### src/fpAddCtrlPkg.sv
// Adder controller state encoding and control strobe bundle
`default_nettype none

package fpAddCtrlPkg;

    // Sequencer states, one per datapath step
    typedef enum logic [2:0] {
        IDLE,
        UNPACK,
        ALIGN,
        ADD,
        NORM
    } addState_t;

    // Strobes from the controller to the data stages
    typedef struct packed {
        // Capture operands on the start edge
        logic loadOps;
        // Load shift counter and aligner
        logic loadCount;
        // One alignment step
        logic shiftEn;
        // Register the sum
        logic addEn;
        // Register the rounded result
        logic normEn;
    } ctrlStrobes_t;

endpackage

`default_nettype wire

### src/fpFormatPkg.sv
// IEEE single-precision field layout, operand word union and datapath stage structs
`default_nettype none

package fpFormatPkg;

    // IEEE-754 binary32 layout, sign in the top bit
    typedef struct packed {
        logic       sign;
        logic [7:0] exponent;
        logic [22:0] fraction;
    } fpFields_t;

    // Same 32-bit word seen either as raw bits or as decoded fields
    typedef union packed {
        logic [31:0] raw;
        fpFields_t   fields;
    } fpWord_t;

    // Larger operand after unpacking, hidden bit restored
    typedef struct packed {
        logic        sign;
        logic [7:0]  exponent;
        logic [23:0] mant;
    } unpacked_t;

    // Operand pair lined up on a common exponent
    // Exponent carries a spare top bit for the carry-out and rounding increments
    typedef struct packed {
        logic [23:0] largeMant;
        logic [25:0] smallMant;
        logic        sticky;
        logic [8:0]  exponent;
        logic        sign;
        logic        effSub;
    } alignedPair_t;

    // Magnitude is 24 mantissa bits followed by guard, round and sticky
    typedef struct packed {
        logic [26:0] mag;
        logic [8:0]  exponent;
        logic        sign;
    } sumResult_t;

    // Beyond this the smaller mantissa only feeds sticky
    localparam int unsigned alignLimit = 26;

endpackage

`default_nettype wire

### src/alignShiftCounter.sv
// Alignment shift down-counter with zero detect
`timescale 1ns/1ns
`default_nettype none

module alignShiftCounter (
    input  logic       clk,
    input  logic       rst,
    input  logic       loadCount,
    input  logic       shiftEn,
    input  logic [4:0] shiftAmount,
    output logic       countZero
);

    logic [4:0] count;
    logic [4:0] nextCount;

    always_comb
    begin
        if (loadCount)
            nextCount = shiftAmount;
        else if (shiftEn && (count != '0))
            nextCount = count - 5'd1;
        else
            nextCount = count;
    end

    always_ff @(posedge clk)
    begin
        if (rst)
            count <= '0;
        else
            count <= nextCount;
    end

    // Looks at the count after this cycle so ALIGN lasts exactly shiftAmount cycles
    assign countZero = (nextCount == '0);

endmodule

`default_nettype wire

### src/fpAddControl.sv
// Adder sequencing FSM with busy and done generation
`timescale 1ns/1ns
`default_nettype none

module fpAddControl
    import fpAddCtrlPkg::*;
(
    input  logic         clk,
    input  logic         rst,
    input  logic         start,
    input  logic         countZero,
    output ctrlStrobes_t strobes,
    output logic         busy,
    output logic         done
);

    addState_t state;
    addState_t nextState;

    always_ff @(posedge clk)
    begin
        if (rst)
        begin
            state <= IDLE;
            done  <= 1'b0;
        end
        else
        begin
            state <= nextState;
            // Result register loads on the same edge
            done  <= (state == NORM);
        end
    end

    always_comb
    begin
        nextState = state;
        strobes   = '0;
        case (state)
            IDLE:
            begin
                // Start is dropped during the done cycle too
                if (start && !done)
                begin
                    strobes.loadOps = 1'b1;
                    nextState       = UNPACK;
                end
            end
            UNPACK:
            begin
                strobes.loadCount = 1'b1;
                // Equal exponents need no alignment
                nextState = countZero ? ADD : ALIGN;
            end
            ALIGN:
            begin
                strobes.shiftEn = 1'b1;
                if (countZero)
                    nextState = ADD;
            end
            ADD:
            begin
                strobes.addEn = 1'b1;
                nextState     = NORM;
            end
            NORM:
            begin
                strobes.normEn = 1'b1;
                nextState      = IDLE;
            end
            default:
                nextState = IDLE;
        endcase
    end

    // Held through the done cycle
    assign busy = (state != IDLE) || done;

endmodule

`default_nettype wire

### src/fpAdder.sv
// Top level of the multi-cycle single-precision adder and subtractor
`timescale 1ns/1ns
`default_nettype none

module fpAdder
    import fpFormatPkg::*, fpAddCtrlPkg::*;
(
    input  logic    clk,
    input  logic    rst,
    input  logic    start,
    input  fpWord_t opA,
    input  fpWord_t opB,
    input  logic    subtract,
    output fpWord_t result,
    output logic    busy,
    output logic    done
);

    ctrlStrobes_t strobes;
    logic         countZero;
    logic [4:0]   shiftAmount;
    unpacked_t    larger;
    logic [23:0]  smallerMant;
    logic         smallerSign;
    alignedPair_t aligned;
    sumResult_t   sum;

    fpAddControl u_control (
        .clk       (clk),
        .rst       (rst),
        .start     (start),
        .countZero (countZero),
        .strobes   (strobes),
        .busy      (busy),
        .done      (done)
    );

    alignShiftCounter u_shiftCounter (
        .clk         (clk),
        .rst         (rst),
        .loadCount   (strobes.loadCount),
        .shiftEn     (strobes.shiftEn),
        .shiftAmount (shiftAmount),
        .countZero   (countZero)
    );

    operandUnpack u_unpack (
        .clk         (clk),
        .rst         (rst),
        .loadOps     (strobes.loadOps),
        .subtract    (subtract),
        .opA         (opA),
        .opB         (opB),
        .larger      (larger),
        .smallerMant (smallerMant),
        .smallerSign (smallerSign),
        .shiftAmount (shiftAmount)
    );

    // Aligner picks up the unpacked pair in UNPACK, one cycle after capture
    mantissaAligner u_aligner (
        .clk         (clk),
        .rst         (rst),
        .loadOps     (strobes.loadCount),
        .shiftEn     (strobes.shiftEn),
        .larger      (larger),
        .smallerMant (smallerMant),
        .smallerSign (smallerSign),
        .aligned     (aligned)
    );

    mantissaAddSub u_addSub (
        .clk     (clk),
        .rst     (rst),
        .addEn   (strobes.addEn),
        .aligned (aligned),
        .sum     (sum)
    );

    resultNormalize u_normalize (
        .clk    (clk),
        .rst    (rst),
        .normEn (strobes.normEn),
        .sum    (sum),
        .result (result)
    );

endmodule

`default_nettype wire

### src/mantissaAddSub.sv
// Magnitude adder and subtractor with carry-out renormalization
`timescale 1ns/1ns
`default_nettype none

module mantissaAddSub
    import fpFormatPkg::*;
(
    input  logic         clk,
    input  logic         rst,
    input  logic         addEn,
    input  alignedPair_t aligned,
    output sumResult_t   sum
);

    logic [26:0] largeMag;
    logic [26:0] smallMag;
    logic [27:0] rawSum;

    always_comb
    begin
        largeMag = {aligned.largeMant, 3'b000};
        smallMag = {aligned.smallMant, aligned.sticky};
        // Larger magnitude comes first, so the difference never goes negative
        if (aligned.effSub)
            rawSum = {1'b0, largeMag} - {1'b0, smallMag};
        else
            rawSum = {1'b0, largeMag} + {1'b0, smallMag};
    end

    always_ff @(posedge clk)
    begin
        if (rst)
            sum <= '0;
        else if (addEn)
        begin
            if (rawSum[27])
            begin
                // Carry out, drop one place and keep the lost bit in sticky
                sum.mag      <= {rawSum[27:2], rawSum[1] | rawSum[0]};
                sum.exponent <= aligned.exponent + 9'd1;
            end
            else
            begin
                sum.mag      <= rawSum[26:0];
                sum.exponent <= aligned.exponent;
            end
            sum.sign <= aligned.sign;
        end
    end

endmodule

`default_nettype wire

### src/mantissaAligner.sv
// Serial right shifter for the smaller mantissa with guard, round and sticky
`timescale 1ns/1ns
`default_nettype none

module mantissaAligner
    import fpFormatPkg::*;
(
    input  logic         clk,
    input  logic         rst,
    input  logic         loadOps,
    input  logic         shiftEn,
    input  unpacked_t    larger,
    input  logic [23:0]  smallerMant,
    input  logic         smallerSign,
    output alignedPair_t aligned
);

    always_ff @(posedge clk)
    begin
        if (rst)
            aligned <= '0;
        else if (loadOps)
        begin
            aligned.largeMant <= larger.mant;
            // Guard and round start out empty
            aligned.smallMant <= {smallerMant, 2'b00};
            aligned.sticky    <= 1'b0;
            aligned.exponent  <= {1'b0, larger.exponent};
            // Larger magnitude decides the result sign
            aligned.sign      <= larger.sign;
            aligned.effSub    <= larger.sign ^ smallerSign;
        end
        else if (shiftEn)
        begin
            aligned.smallMant <= aligned.smallMant >> 1;
            // Whatever falls off the round bit is kept as sticky
            aligned.sticky    <= aligned.sticky | aligned.smallMant[0];
        end
    end

endmodule

`default_nettype wire

### src/operandUnpack.sv
// Operand decode, denormal flush, magnitude compare, swap and capped exponent difference
`timescale 1ns/1ns
`default_nettype none

module operandUnpack
    import fpFormatPkg::*;
(
    input  logic        clk,
    input  logic        rst,
    input  logic        loadOps,
    input  logic        subtract,
    input  fpWord_t     opA,
    input  fpWord_t     opB,
    output unpacked_t   larger,
    output logic [23:0] smallerMant,
    output logic        smallerSign,
    output logic [4:0]  shiftAmount
);

    fpFields_t  aIn;
    fpFields_t  bIn;
    logic       aSign;
    logic       bSign;
    logic [23:0] aMant;
    logic [23:0] bMant;
    logic       aLarger;
    logic [7:0] expDiff;
    logic [4:0] cappedDiff;

    always_comb
    begin
        aIn   = opA.fields;
        bIn   = opB.fields;
        aSign = aIn.sign;
        // Subtraction is addition of B with its sign flipped
        bSign = bIn.sign ^ subtract;
        // Exponent zero means zero here, denormals included
        aMant = (aIn.exponent == '0) ? '0 : {1'b1, aIn.fraction};
        bMant = (bIn.exponent == '0) ? '0 : {1'b1, bIn.fraction};
        // Exponent first, then mantissa; ties keep A on top
        aLarger = {aIn.exponent, aMant} >= {bIn.exponent, bMant};
        expDiff = aLarger ? (aIn.exponent - bIn.exponent) : (bIn.exponent - aIn.exponent);
        cappedDiff = (expDiff > alignLimit) ? 5'(alignLimit) : expDiff[4:0];
    end

    always_ff @(posedge clk)
    begin
        if (rst)
            shiftAmount <= '0;
        else if (loadOps)
            shiftAmount <= cappedDiff;
    end

    always_ff @(posedge clk)
    begin
        if (loadOps)
        begin
            larger.sign     <= aLarger ? aSign : bSign;
            larger.exponent <= aLarger ? aIn.exponent : bIn.exponent;
            larger.mant     <= aLarger ? aMant : bMant;
            smallerMant     <= aLarger ? bMant : aMant;
            smallerSign     <= aLarger ? bSign : aSign;
        end
    end

endmodule

`default_nettype wire

### src/resultNormalize.sv
// Leading-zero normalize, round to nearest even, overflow and underflow, result register
`timescale 1ns/1ns
`default_nettype none

module resultNormalize
    import fpFormatPkg::*;
(
    input  logic       clk,
    input  logic       rst,
    input  logic       normEn,
    input  sumResult_t sum,
    output fpWord_t    result
);

    logic [4:0]         leadZeros;
    logic [26:0]        normMag;
    logic               roundUp;
    logic [24:0]        rounded;
    logic signed [10:0] adjExp;
    logic signed [10:0] finalExp;
    fpWord_t            nextResult;

    // Position of the first one below the hidden-bit slot
    function automatic logic [4:0] countLeadZeros(input logic [26:0] mag);
        logic [4:0] zeros;
        zeros = 5'd27;
        for (int i = 0; i <= 26; i++)
        begin
            if (mag[i])
                zeros = 5'(26 - i);
        end
        return zeros;
    endfunction

    always_comb
    begin
        leadZeros = countLeadZeros(sum.mag);
        normMag   = sum.mag << leadZeros;
        adjExp    = $signed({2'b00, sum.exponent}) - $signed({6'b000000, leadZeros});

        // Nearest even from guard, with round, sticky or an odd lsb
        roundUp  = normMag[2] & (normMag[1] | normMag[0] | normMag[3]);
        rounded  = {1'b0, normMag[26:3]} + {24'd0, roundUp};
        // Mantissa wrapped to 10.0...0, so bump the exponent
        finalExp = adjExp + $signed({10'd0, rounded[24]});

        nextResult.fields.sign     = sum.sign;
        nextResult.fields.exponent = finalExp[7:0];
        // A rounding wrap leaves the fraction bits all zero
        nextResult.fields.fraction = rounded[22:0];

        if ((sum.mag == '0) || (finalExp < 11'sd1))
            nextResult.raw = '0;
        else if (finalExp >= 11'sd255)
        begin
            // Signed infinity
            nextResult.fields.exponent = 8'hff;
            nextResult.fields.fraction = '0;
        end
    end

    always_ff @(posedge clk)
    begin
        if (rst)
            result.raw <= '0;
        else if (normEn)
            result <= nextResult;
    end

endmodule

`default_nettype wire

### config.mk
export PLATFORM = sky130hd
export DESIGN_NAME = fpAdder
export DESIGN_NICKNAME = d
export VERILOG_FILES = /design/src/fpAddCtrlPkg.sv /design/src/fpFormatPkg.sv /design/src/alignShiftCounter.sv /design/src/fpAddControl.sv /design/src/fpAdder.sv /design/src/mantissaAddSub.sv /design/src/mantissaAligner.sv /design/src/operandUnpack.sv /design/src/resultNormalize.sv
export SDC_FILE = /design/constraint.sdc
export NUM_CORES = 1
export LEC_CHECK = 0
export BUFFER_PORTS_ARGS = -buffer_cell sky130_fd_sc_hd__buf_2
export CORE_MARGIN = 4
export CORE_UTILIZATION = 57
export DETAILED_ROUTE_END_ITERATION = 10
export PLACE_DENSITY = 0.73
export SETUP_SLACK_MARGIN = 0.15
export SLEW_MARGIN = 0
export SYNTH_ARGS = -nofsm -noshare
export SYNTH_HDL_FRONTEND = slang
export SYNTH_HIERARCHICAL = 1
export SYNTH_SLANG_ARGS = --single-unit
### constraint.sdc
create_clock -name clk -period 11 [get_ports clk]
set_input_delay 1.1 -clock clk [delete_from_list [all_inputs] [get_ports clk]]
set_output_delay 1.1 -clock clk [all_outputs]
set_load 0.05 [all_outputs]
==> impl_results.md, run 1 <==
- Via density: 6.27
- Main combinational cell family by area after synthesis: compound AO/OA/AOI/OAI gates
- Cell total after placement: 2401
- GR Overflow Total: 0
- Sequential share of the synthesized area: 0.284
- Filler cell count: 2580
- Most used flip-flop cell after synthesis: dfxtp_1
- Vias in the first global route: 14.5k
- N_diodes: 0
- Total clock sinks: 202
- Die area: 0.0314 mm²
- Final Power: 5.29 mW
- Max-slew violations: 0
- Post-synthesis cell area: 0.0163 mm²
- FF-to-FF path depth: 22
- Initial antenna violation count: 0
- Synth Area in Compound Gates: 0.249
- Gr usage total: 0.285
- Clock Skew: 16.2 ps
- CTS tree: yes
- Final worst path period share: 0.736
- Post-synthesis register bit count: 202
- VDD IR-drop max: 0.128 mV
- Chip Width: 177 µm
- Unrepaired setup endpoints after global routing: no
- Most frequent cells in the layout: nand2_1 (225), nor2_1 (192), dfxtp_1 (144)
- Worst Path Arrival: 8520 ps
- Leak: 6.90 nW
- Critical Path RT: 11420 ps
- Achievable frequency: 0.124 GHz
- Critical path destination: u_normalize/result[21]
- Worst skew pair latency: 520 ps
- Chip Height: 177 µm
- Via count: 15.3k
- RD Place Congestion: 0.959
- Setup_tns: 0 ps
- Initial Util: 0.582
- CTS H-tree depth: 1
- Buffers on Ports: 101
- Setup CP Type: flip-flop to flip-flop
- Post-layout min period: 8100 ps
- Drt drc: 0
- Final setup violation count: 0
- Worst Setup End Kind: flip-flop
- Detailed Route WL: 45700 µm
- Ratio of cells with drive above 1 in the final layout: 0.116
- Final ANT Viol Nets: 0
- Most common cell after layout, fill and taps aside: nand2_1
- Cell count after synthesis: 2026
- Area leader, netlist: dfxtp_1
- Fin area: 0.0176 mm²
- Worst-Margin Slew: 1010 ps
- Core Area: 0.0280 mm²
- Post-CTS Hold Buffers: 0
- Global-route wire length before repair: 74800 µm
- Startpoint types: flip-flop
- MaxCap Viol Count: 0
- Hold WS: 445 ps
- Post-synth top area share: 0.177
- Post-Synth XOR/XNOR Area: 0.0316
- Top area cells in the synthesized netlist: dfxtp_1 (18%), edfxtp_1 (11%), ha_1 (7.5%), mux2i_1 (5.5%), nand2_1 (5.2%)
- Reg clk slew, reported paths: 60 ps
- DRT iter0 DRCs: 1104
- Worst min path class: flip-flop to flip-flop
- Post-Synth Adder-Cell Area: 0.0801
- Net Count, Synth: 2196
- Reg-to-Reg Start: u_addSub/sum[18]
- Cell Count, Final, Fillers Out: 2445
- Placed Area: 0.0168 mm²
- PD cells: 300 mW/mm²
- Setup bufs post-CTS: 0
- Router iterations before antenna repair: 5
- Simple-gate share of the synthesized area: 0.236
- Setup crit start: u_addSub/sum[18]
- Crit path max fanout: 25
- R2R setup slack: 2900 ps
- Largest net degree at the start of global routing: 76
- Mean Syn Cell Area: 8.05 µm²
- Layout area overhead: 8.16%
- Post-CTS sizing: 0
- Num CTS Buffers: 24
- Final Hold Viols: 0
- Worst r2r dst: u_normalize/result[21]
- Status: finished, final reports clean
- Sequential Area: 0.00462 mm²
- Number of enable flip-flop cells after synthesis: 58
- Fin nets: 2219
- Post-synthesis mux area share: 0.0569
- Ys async rst share: 0
- Hpwl dp: 34500 µm
- Cell Rows: 61
- CTS root buffer: clkbuf_16
- DR WL/cell: 18.7 µm
- Yosys warns: 6
- Yosys cell types: 118
- Multi-input logic area: 0.0107 mm²
- Rel. slew slack: 0.329
- Longest Clk Path Bufs: 3
- Ports: 102
## Yosys cell counts, types with 8 or more instances
cell and n:
a22oi_1 11, or4_1 9, o31ai_1 19, o21a_1 12, dfxtp_1 144, a21o_1 17
a31oi_1 21, nor2b_1 43, nand4_1 20, clkbuf_1 63, buf_6 9, nand2b_1 17
nor4_1 22, inv_1 102, a211o_1 8, mux2i_1 89, and2_1 29, o21ai_0 142
a311oi_1 15, or2_2 11, nand3_1 51, nor3b_1 11, xor2_1 19, a21oi_1 111
nand2_1 225, and3_1 16, o22ai_1 13, o32ai_1 10, buf_2 35, edfxtp_1 58
a211oi_1 62, o211ai_1 18, o31a_1 10, xnor2_1 38, nor3_1 42, ha_1 98
nor2_1 194, or3_1 20
## worst max-delay path, cell delays in order, from the launching register on
cell and delay [ps]:
dfxtp_1 610, nand2b_1 170, a21oi_1 80, a211o_1 420, a21oi_4 670, inv_2 370
or3_4 470, a31oi_4 200, ha_1 240, or4b_4 520, nor4_4 340, nand2_2 140
nor4_1 340, ha_1 250, ha_1 200, and4_1 300, nand3_1 110, o311ai_0 530
o31ai_1 260, a41oi_1 400, nor2b_1 640, nand2_1 410, o31ai_1 320
## layer usage
| layer | share of wire | GRT usage | routed length, µm | vias up |
|---|---|---|---|---|
| met5 | 0 | 0 | 0 | - |
| met4 | 0.026 | 0.0703 | 1190 | 0 |
| met3 | 0.058 | 0.0376 | 2630 | 87 |
| met2 | 0.45 | 0.465 | 20600 | 502 |
| met1 | 0.46 | 0.404 | 21200 | 7266 |
| li1 | - | - | - | 7479 |
## cell families after synthesis
group	after synthesis
AO/OA/AOI/OAI	583
XOR/XNOR	58
adder cells (fa/ha/maj)	102
buffers and inverters	225
flip-flops	202
multiplexers	92
other	1
AND/OR/NAND/NOR	763
## how the worst min path moves through the flow
stage	slack, ps	from	cells after the start	end
after floorplan	440	u_addSub/sum[12]	2	u_addSub/sum[12]
after global placement	430	u_normalize/result[11]	2	u_normalize/result[11]
after detailed placement	440	u_normalize/result[11]	2	u_normalize/result[11]
after CTS	450	u_normalize/result[11]	2	u_normalize/result[11]
after global routing	470	u_normalize/result[15]	2	u_normalize/result[15]
final	450	u_normalize/result[11]	2	u_normalize/result[11]
## per-stage QoR
stage	utilization	setup slack [ps]
5_1_grt	0.630	2380
3_3_place_gp	0.600	3300
4_1_cts	0.630	3100
6_report	0.630	2900
2_1_floorplan	-	5020
3_5_place_dp	0.600	3140
## where the power goes
group	total [mW]	leakage, nW	internal, mW	switching [mW]
logic	3.36	4.77	1.14	2.22
clock network	0.824	0.410	0.500	0.324
registers	1.11	1.72	0.958	0.154
## state kept, by name, summed over array words and instances (netlist names)
register / flops
u_unpack/larger: 33
u_aligner/aligned: 61
u_control/state: 3
u_unpack/smallerMant: 24
u_shiftCounter/count: 5
u_control/done: 1
u_unpack/smallerSign: 1
u_unpack/shiftAmount: 5
u_addSub/sum: 37
u_normalize/result: 32
## area by class of cell
class,count,area share
Multi-Input combinational cell,1599,0.606
Sequential cell,202,0.262
Clock buffer,27,0.0371
Timing Repair Buffer,116,0.0352
Tap cell,378,0.0268
Inverter,106,0.0226
Clock inverter,17,0.00993
Power figures use the tool's default switching activity.
==> run 2, diff against run 1 <==
PLACE_DENSITY = 0.76   (was 0.73)
clock period = 7 ns   (was 11 ns; I/O delays follow)
==> impl_results.md, run 2 (synthesis gave the netlist of run 1 again) <==
- Status: finished, final reports clean (unchanged)
- Startpoint types: flip-flop (unchanged)
- CTS tree: yes (unchanged)
- Ratio of cells with drive above 1 in the final layout: 0.132 (was 0.116)
- Drt drc: 0 (unchanged)
- Initial Util: 0.582 (unchanged)
- Unrepaired setup endpoints after global routing: no (unchanged)
- Via count: 15.4k (was 15.3k)
- Leak: 7.04 nW (was 6.90 nW)
- PD cells: 476 mW/mm² (was 300 mW/mm²)
- Final setup violation count: 0 (unchanged)
- Global-route wire length before repair: 75700 µm (was 74800 µm)
- Setup_tns: 0 ps (unchanged)
- Switching share of power: 0.508 (was 0.509)
- Worst min path class: flip-flop to flip-flop (unchanged)
- N_diodes: 0 (unchanged)
- Critical Path RT: 7410 ps (was 11420 ps)
- Clock Skew: 25.3 ps (was 16.2 ps)
- Detailed Route WL: 46000 µm (was 45700 µm)
- Max reg flops: 61 (unchanged)
- Switch Pwr: 4.32 mW (was 2.70 mW)
- Worst Setup End Kind: flip-flop (unchanged)
- Final Hold Viols: 0 (unchanged)
- Clk pwr share: 0.149 (was 0.156)
- Fin nets: 2245 (was 2219)
- Final ANT Viol Nets: 0 (unchanged)
- Total clock sinks: 202 (unchanged)
- Initial antenna violation count: 0 (unchanged)
- Num CTS Buffers: 24 (unchanged)
- P_int: 4.18 mW (was 2.60 mW)
- Gr usage total: 0.288 (was 0.285)
- Vias in the first global route: 14.7k (was 14.5k)
- Core Area: 0.0280 mm² (unchanged)
- Chip Width: 177 µm (unchanged)
- Achievable frequency: 0.157 GHz (was 0.124 GHz)
- Router iterations before antenna repair: 6 (was 5)
- Hpwl dp: 34900 µm (was 34500 µm)
- Worst-Margin Slew: 1110 ps (was 1010 ps)
- Worst skew pair latency: 520 ps (about the same)
- VDD IR-drop max: 0.187 mV (was 0.128 mV)
- Cell total after placement: 2426 (was 2401)
- Most common cell after layout, fill and taps aside: nand2_1 (unchanged)
- Via density: 6.24 (was 6.27)
- Rel. slew slack: 0.257 (was 0.329)
- DR WL/cell: 18.6 µm (was 18.7 µm)
- Crit path max fanout: 13 (was 25)
- Longest Clk Path Bufs: 3 (unchanged)
- Cell Count, Final, Fillers Out: 2471 (was 2445)
- Biggest regs: u_aligner/aligned (61), u_addSub/sum (37), u_unpack/larger (33) (unchanged)
- Filler cell count: 2501 (was 2580)
- Layout area overhead: 9.57% (was 8.16%)
- CTS H-tree depth: 1 (unchanged)
- Die area: 0.0314 mm² (unchanged)
- Setup CP Type: flip-flop to flip-flop (unchanged)
- Most frequent cells in the layout: nand2_1 (224), nor2_1 (192), o21ai_0 (142), dfxtp_1 (142), a21oi_1 (111) (was nand2_1 (225), nor2_1 (192), dfxtp_1 (144))
- Post-layout min period: 6380 ps (was 8100 ps)
- PnR worst setup slack: 620 ps (was 2900 ps)
- CTS root buffer: clkbuf_16 (unchanged)
- Chip Height: 177 µm (unchanged)
- Biggest register: u_aligner/aligned (unchanged)
- Cell Rows: 61 (unchanged)
- Reg clk slew, reported paths: 60 ps (about the same)
- GR Overflow Total: 0 (unchanged)
- Buffers on Ports: 101 (unchanged)
- MaxCap Viol Count: 0 (unchanged)
- Place WS: 88.1 ps (was 3140 ps)
- Max-slew violations: 0 (unchanged)
- Sequential power share: 0.206 (was 0.210)
- Largest net degree at the start of global routing: 71 (was 76)
- Worst Path Arrival: 6790 ps (was 8520 ps)
- Ports: 102 (unchanged)
- Logic pwr share: 0.645 (was 0.634)
- RD Place Congestion: 0.964 (was 0.959)
- Final worst path period share: 0.911 (was 0.736)
- DRT iter0 DRCs: 1524 (was 1104)
-- run 2: critical path, stage by stage (launching register included) --
cell and delay [ps]:
dfxtp_1 400, or4_4 600, a21bo_2 250, a31oi_4 300, nor2_1 70, mux2_2 310, o32ai_1 350, and2_1 190
ha_1 230, or4b_4 520, nor4_4 330, nand2_2 150, nor4_2 220, ha_1 230, ha_1 200, and4_1 210
buf_4 140, mux2i_1 210, xor2_1 310, nor2_1 100, nand3_1 100, nand4_1 140, nor2b_2 250, nand2_2 170
o31ai_1 280
-- run 2: cell type report --
type,instances,area [µm²],share of cell area
Inverter,106,400,0.0224
Tap cell,378,473,0.0265
Clock inverter,17,159,0.00889
Sequential cell,202,4630,0.259
Timing Repair Buffer,142,816,0.0457
Clock buffer,27,664,0.0372
Multi-Input combinational cell,1599,10700,0.600
-- run 2: stage by stage --
step | area (µm²) | util | power [mW] | hold slack [ps]
final | 17900 | 0.638 | 8.50 | 448
after global routing | 17900 | 0.638 | 9.10 | 483
after global placement | 17000 | 0.607 | 7.01 | 432
after CTS | 17800 | 0.637 | 8.38 | 451
after floorplan | 16300 | - | 5.79 | 443
after detailed placement | 17000 | 0.607 | 7.06 | 439
-- run 2: final timing paths --
| check | startpoint | to | slack [ps] | cells past startpoint |
|---|---|---|---|---|
| worst min-delay path | u_normalize/result[13] | u_normalize/result[13] | 450 | 2 |
| worst max-delay path | u_addSub/sum[25] | u_normalize/result[22] | 620 | 24 |
| worst max register to register | u_addSub/sum[25] | u_normalize/result[22] | 620 | 24 |
| worst min register to register | u_normalize/result[13] | u_normalize/result[13] | 450 | 2 |
-- run 2: power groups by stage --
stage / registers (mW) / logic, mW / clock network [mW]
floorplan: 1.68 / 4.11 / 0
global placement: 1.75 / 5.26 / 0
detailed placement: 1.76 / 5.29 / 0
CTS: 1.74 / 5.34 / 1.29
global route: 1.78 / 5.97 / 1.35
finish: 1.75 / 5.48 / 1.27
-- run 2: routing by layer --
| metal | vias to the layer above | GRT usage | part of all wire |
|---|---|---|---|
| li1 | 7526 | - | - |
| met1 | 7210 | 0.400 | 0.45 |
| met3 | 88 | 0.0308 | 0.060 |
| met4 | 0 | 0.0716 | 0.024 |
| met2 | 597 | 0.482 | 0.46 |
| met5 | - | 0 | 0 |
-- run 2: repair_timing --
action | CTS | global route
gates resized for setup | 0 | 13
buffers inserted | 1 | 0
pin swaps | 1 | 0
endpoints found under the setup margin | 11 | 32
hold buffers | 0 | 0
==> run 3, diff against run 2 <==
BUFFER_PORTS_ARGS = -buffer_cell sky130_fd_sc_hd__buf_4   (was -buffer_cell sky130_fd_sc_hd__buf_2)
==> impl_results.md, run 3 (synthesis gave the netlist of run 1 again) <==
- Status: finished, final reports clean (unchanged)
- Biggest regs: u_aligner/aligned (61), u_addSub/sum (37), u_unpack/larger (33) (unchanged)
- Fin nets: 2241 (was 2245)
- Buffers on Ports: 101 (unchanged)
- Via count: 15.6k (was 15.4k)
- Critical Path RT: 7420 ps (was 7410 ps)
- N_diodes: 0 (unchanged)
- Reg-to-Reg Start: u_addSub/sum[25] (unchanged)
- Final core utilization: 0.645 (was 0.638)
- Ports: 102 (unchanged)
- Chip Height: 177 µm (unchanged)
- Worst Path Arrival: 6880 ps (was 6790 ps)
- Num CTS Buffers: 23 (was 24)
- Achievable frequency: 0.155 GHz (was 0.157 GHz)
- Final Hold Viols: 0 (unchanged)
- Clock Skew: 35.6 ps (was 25.3 ps)
- Unrepaired setup endpoints after global routing: no (unchanged)
- RD Place Congestion: 0.966 (was 0.964)
- Global-route wire length before repair: 76900 µm (was 75700 µm)
- Cell Rows: 61 (unchanged)
- Chip Width: 177 µm (unchanged)
- Post-CTS Hold Buffers: 0 (unchanged)
- Multi-input logic area: 0.0108 mm² (was 0.0107 mm²)
- Drt drc: 0 (unchanged)
- Hpwl dp: 36100 µm (was 34900 µm)
- Router iterations before antenna repair: 5 (was 6)
- PD cells: 474 mW/mm² (was 476 mW/mm²)
- Fin area: 0.0181 mm² (was 0.0179 mm²)
- Longest Clk Path Bufs: 3 (unchanged)
- Detailed Route WL: 47700 µm (was 46000 µm)
- Most frequent cells in the layout: nand2_1 (224), nor2_1 (192), o21ai_0 (142) (was nand2_1 (224), nor2_1 (192), o21ai_0 (142), dfxtp_1 (142), a21oi_1 (111))
- GR Overflow Total: 0 (unchanged)
- Via density: 6.33 (was 6.24)
- CTS H-tree depth: 1 (unchanged)
- Max reg flops: 61 (unchanged)
- Sequential Area: 0.00463 mm² (about the same)
- VDD IR-drop max: 0.222 mV (was 0.187 mV)
- Layout area overhead: 10.7% (was 9.57%)
- DRT iter0 DRCs: 1393 (was 1524)
- Worst Setup End Kind: flip-flop (unchanged)
- Startpoint types: flip-flop (unchanged)
- Vias in the first global route: 14.7k (about the same)
- Crit path max fanout: 13 (unchanged)
- Rel. slew slack: 0.333 (was 0.257)
- CTS root buffer: clkbuf_16 (unchanged)
- Leak: 7.05 nW (was 7.04 nW)
- Ratio of cells with drive above 1 in the final layout: 0.128 (was 0.132)
- MaxCap Viol Count: 0 (unchanged)
- Worst min path class: flip-flop to flip-flop (unchanged)
- CTS tree: yes (unchanged)
- Reg clk slew, reported paths: 60 ps (about the same)
- Core Area: 0.0280 mm² (unchanged)
- Final setup violation count: 0 (unchanged)
- Post-layout min period: 6470 ps (was 6380 ps)
- Max-slew violations: 0 (unchanged)
- Worst Hold Launch: u_normalize/result[10] (was u_normalize/result[13])
- DR WL/cell: 19.4 µm (was 18.6 µm)
- Most common cell after layout, fill and taps aside: nand2_1 (unchanged)
- Placed Area: 0.0172 mm² (was 0.0170 mm²)
- Setup crit start: u_addSub/sum[25] (unchanged)
- Cell total after placement: 2422 (was 2426)
- Initial Util: 0.582 (unchanged)
- Cell Count, Final, Fillers Out: 2464 (was 2471)
- Final ANT Viol Nets: 0 (unchanged)
- Worst-Margin Slew: 991 ps (was 1110 ps)
- Setup CP Type: flip-flop to flip-flop (unchanged)
- Final worst path period share: 0.924 (was 0.911)
- Worst skew pair latency: 520 ps (about the same)
- Biggest register: u_aligner/aligned (unchanged)
- Filler cell count: 2428 (was 2501)
- Total clock sinks: 202 (unchanged)
- Final Power: 8.57 mW (was 8.50 mW)
- Initial antenna violation count: 0 (unchanged)
- Die area: 0.0314 mm² (unchanged)
- Gr usage total: 0.295 (was 0.288)
- Largest net degree at the start of global routing: 78 (was 71)
- Setup_tns: 0 ps (unchanged)
==> run 3: what timing repair did <==
| action | 4_1_cts | 5_1_grt |
|---|---|---|
| pin swaps | 0 | 1 |
| resized for setup | 4 | 16 |
| setup buffers | 0 | 2 |
| setup endpoints to repair | 15 | 32 |
==> run 3: layout make-up <==
type	instances	area share
multi-input cells	1599	0.596
well taps	378	0.0262
clock inverters	10	0.00741
inverters	106	0.0223
clock buffers	30	0.0339
repair buffers	139	0.0580
flip-flops and latches	202	0.256
==> run 3: critical path: stages, from the launching register on <==
cell and delay [ps]:
dfxtp_1 430, or4_4 610, a21bo_2 250, a31oi_4 330, nor2_1 70, mux2_2 310, o32ai_1 310, and2_1 180
ha_1 200, or4b_4 530, nor4_4 330, nand2_2 150, nor4_4 230, ha_1 220, ha_1 200, and4_1 310
and3_1 260, mux2i_1 100, o31a_1 300, nand3_1 80, nand4_1 250, nor2b_2 280, nand2_2 170, o31ai_1 260
==> run 3: metal layers <==
metal / vias up / wire, µm / GRT usage
li1: 7524 / - / -
met1: 7348 / 20900 / 0.407
met2: 631 / 22400 / 0.493
met3: 83 / 3370 / 0.0380
met4: 0 / 1070 / 0.0745
met5: - / 0 / 0
==> run 3: per-stage QoR <==
| step | hold slack [ps] | worst slack (ps) |
|---|---|---|
| after floorplan | 443 | 1020 |
| after global placement | 440 | 243 |
| after detailed placement | 445 | 109 |
| after CTS | 454 | 151 |
| after global routing | 484 | 145 |
| final | 449 | 533 |
==> run 3: final timing paths <==
kind	end	slack, ps	cells past startpoint
worst min-delay path	u_normalize/result[10]	450	2
worst max register to register	u_normalize/result[22]	530	23
worst max-delay path	u_normalize/result[22]	530	23
worst min register to register	u_normalize/result[10]	450	2
==> run 3: report_power, final <==
group	leakage [nW]	switching (mW)	internal [mW]
Clock	0.363	0.483	0.727
Combinational	4.97	3.65	1.95
Sequential	1.72	0.245	1.51
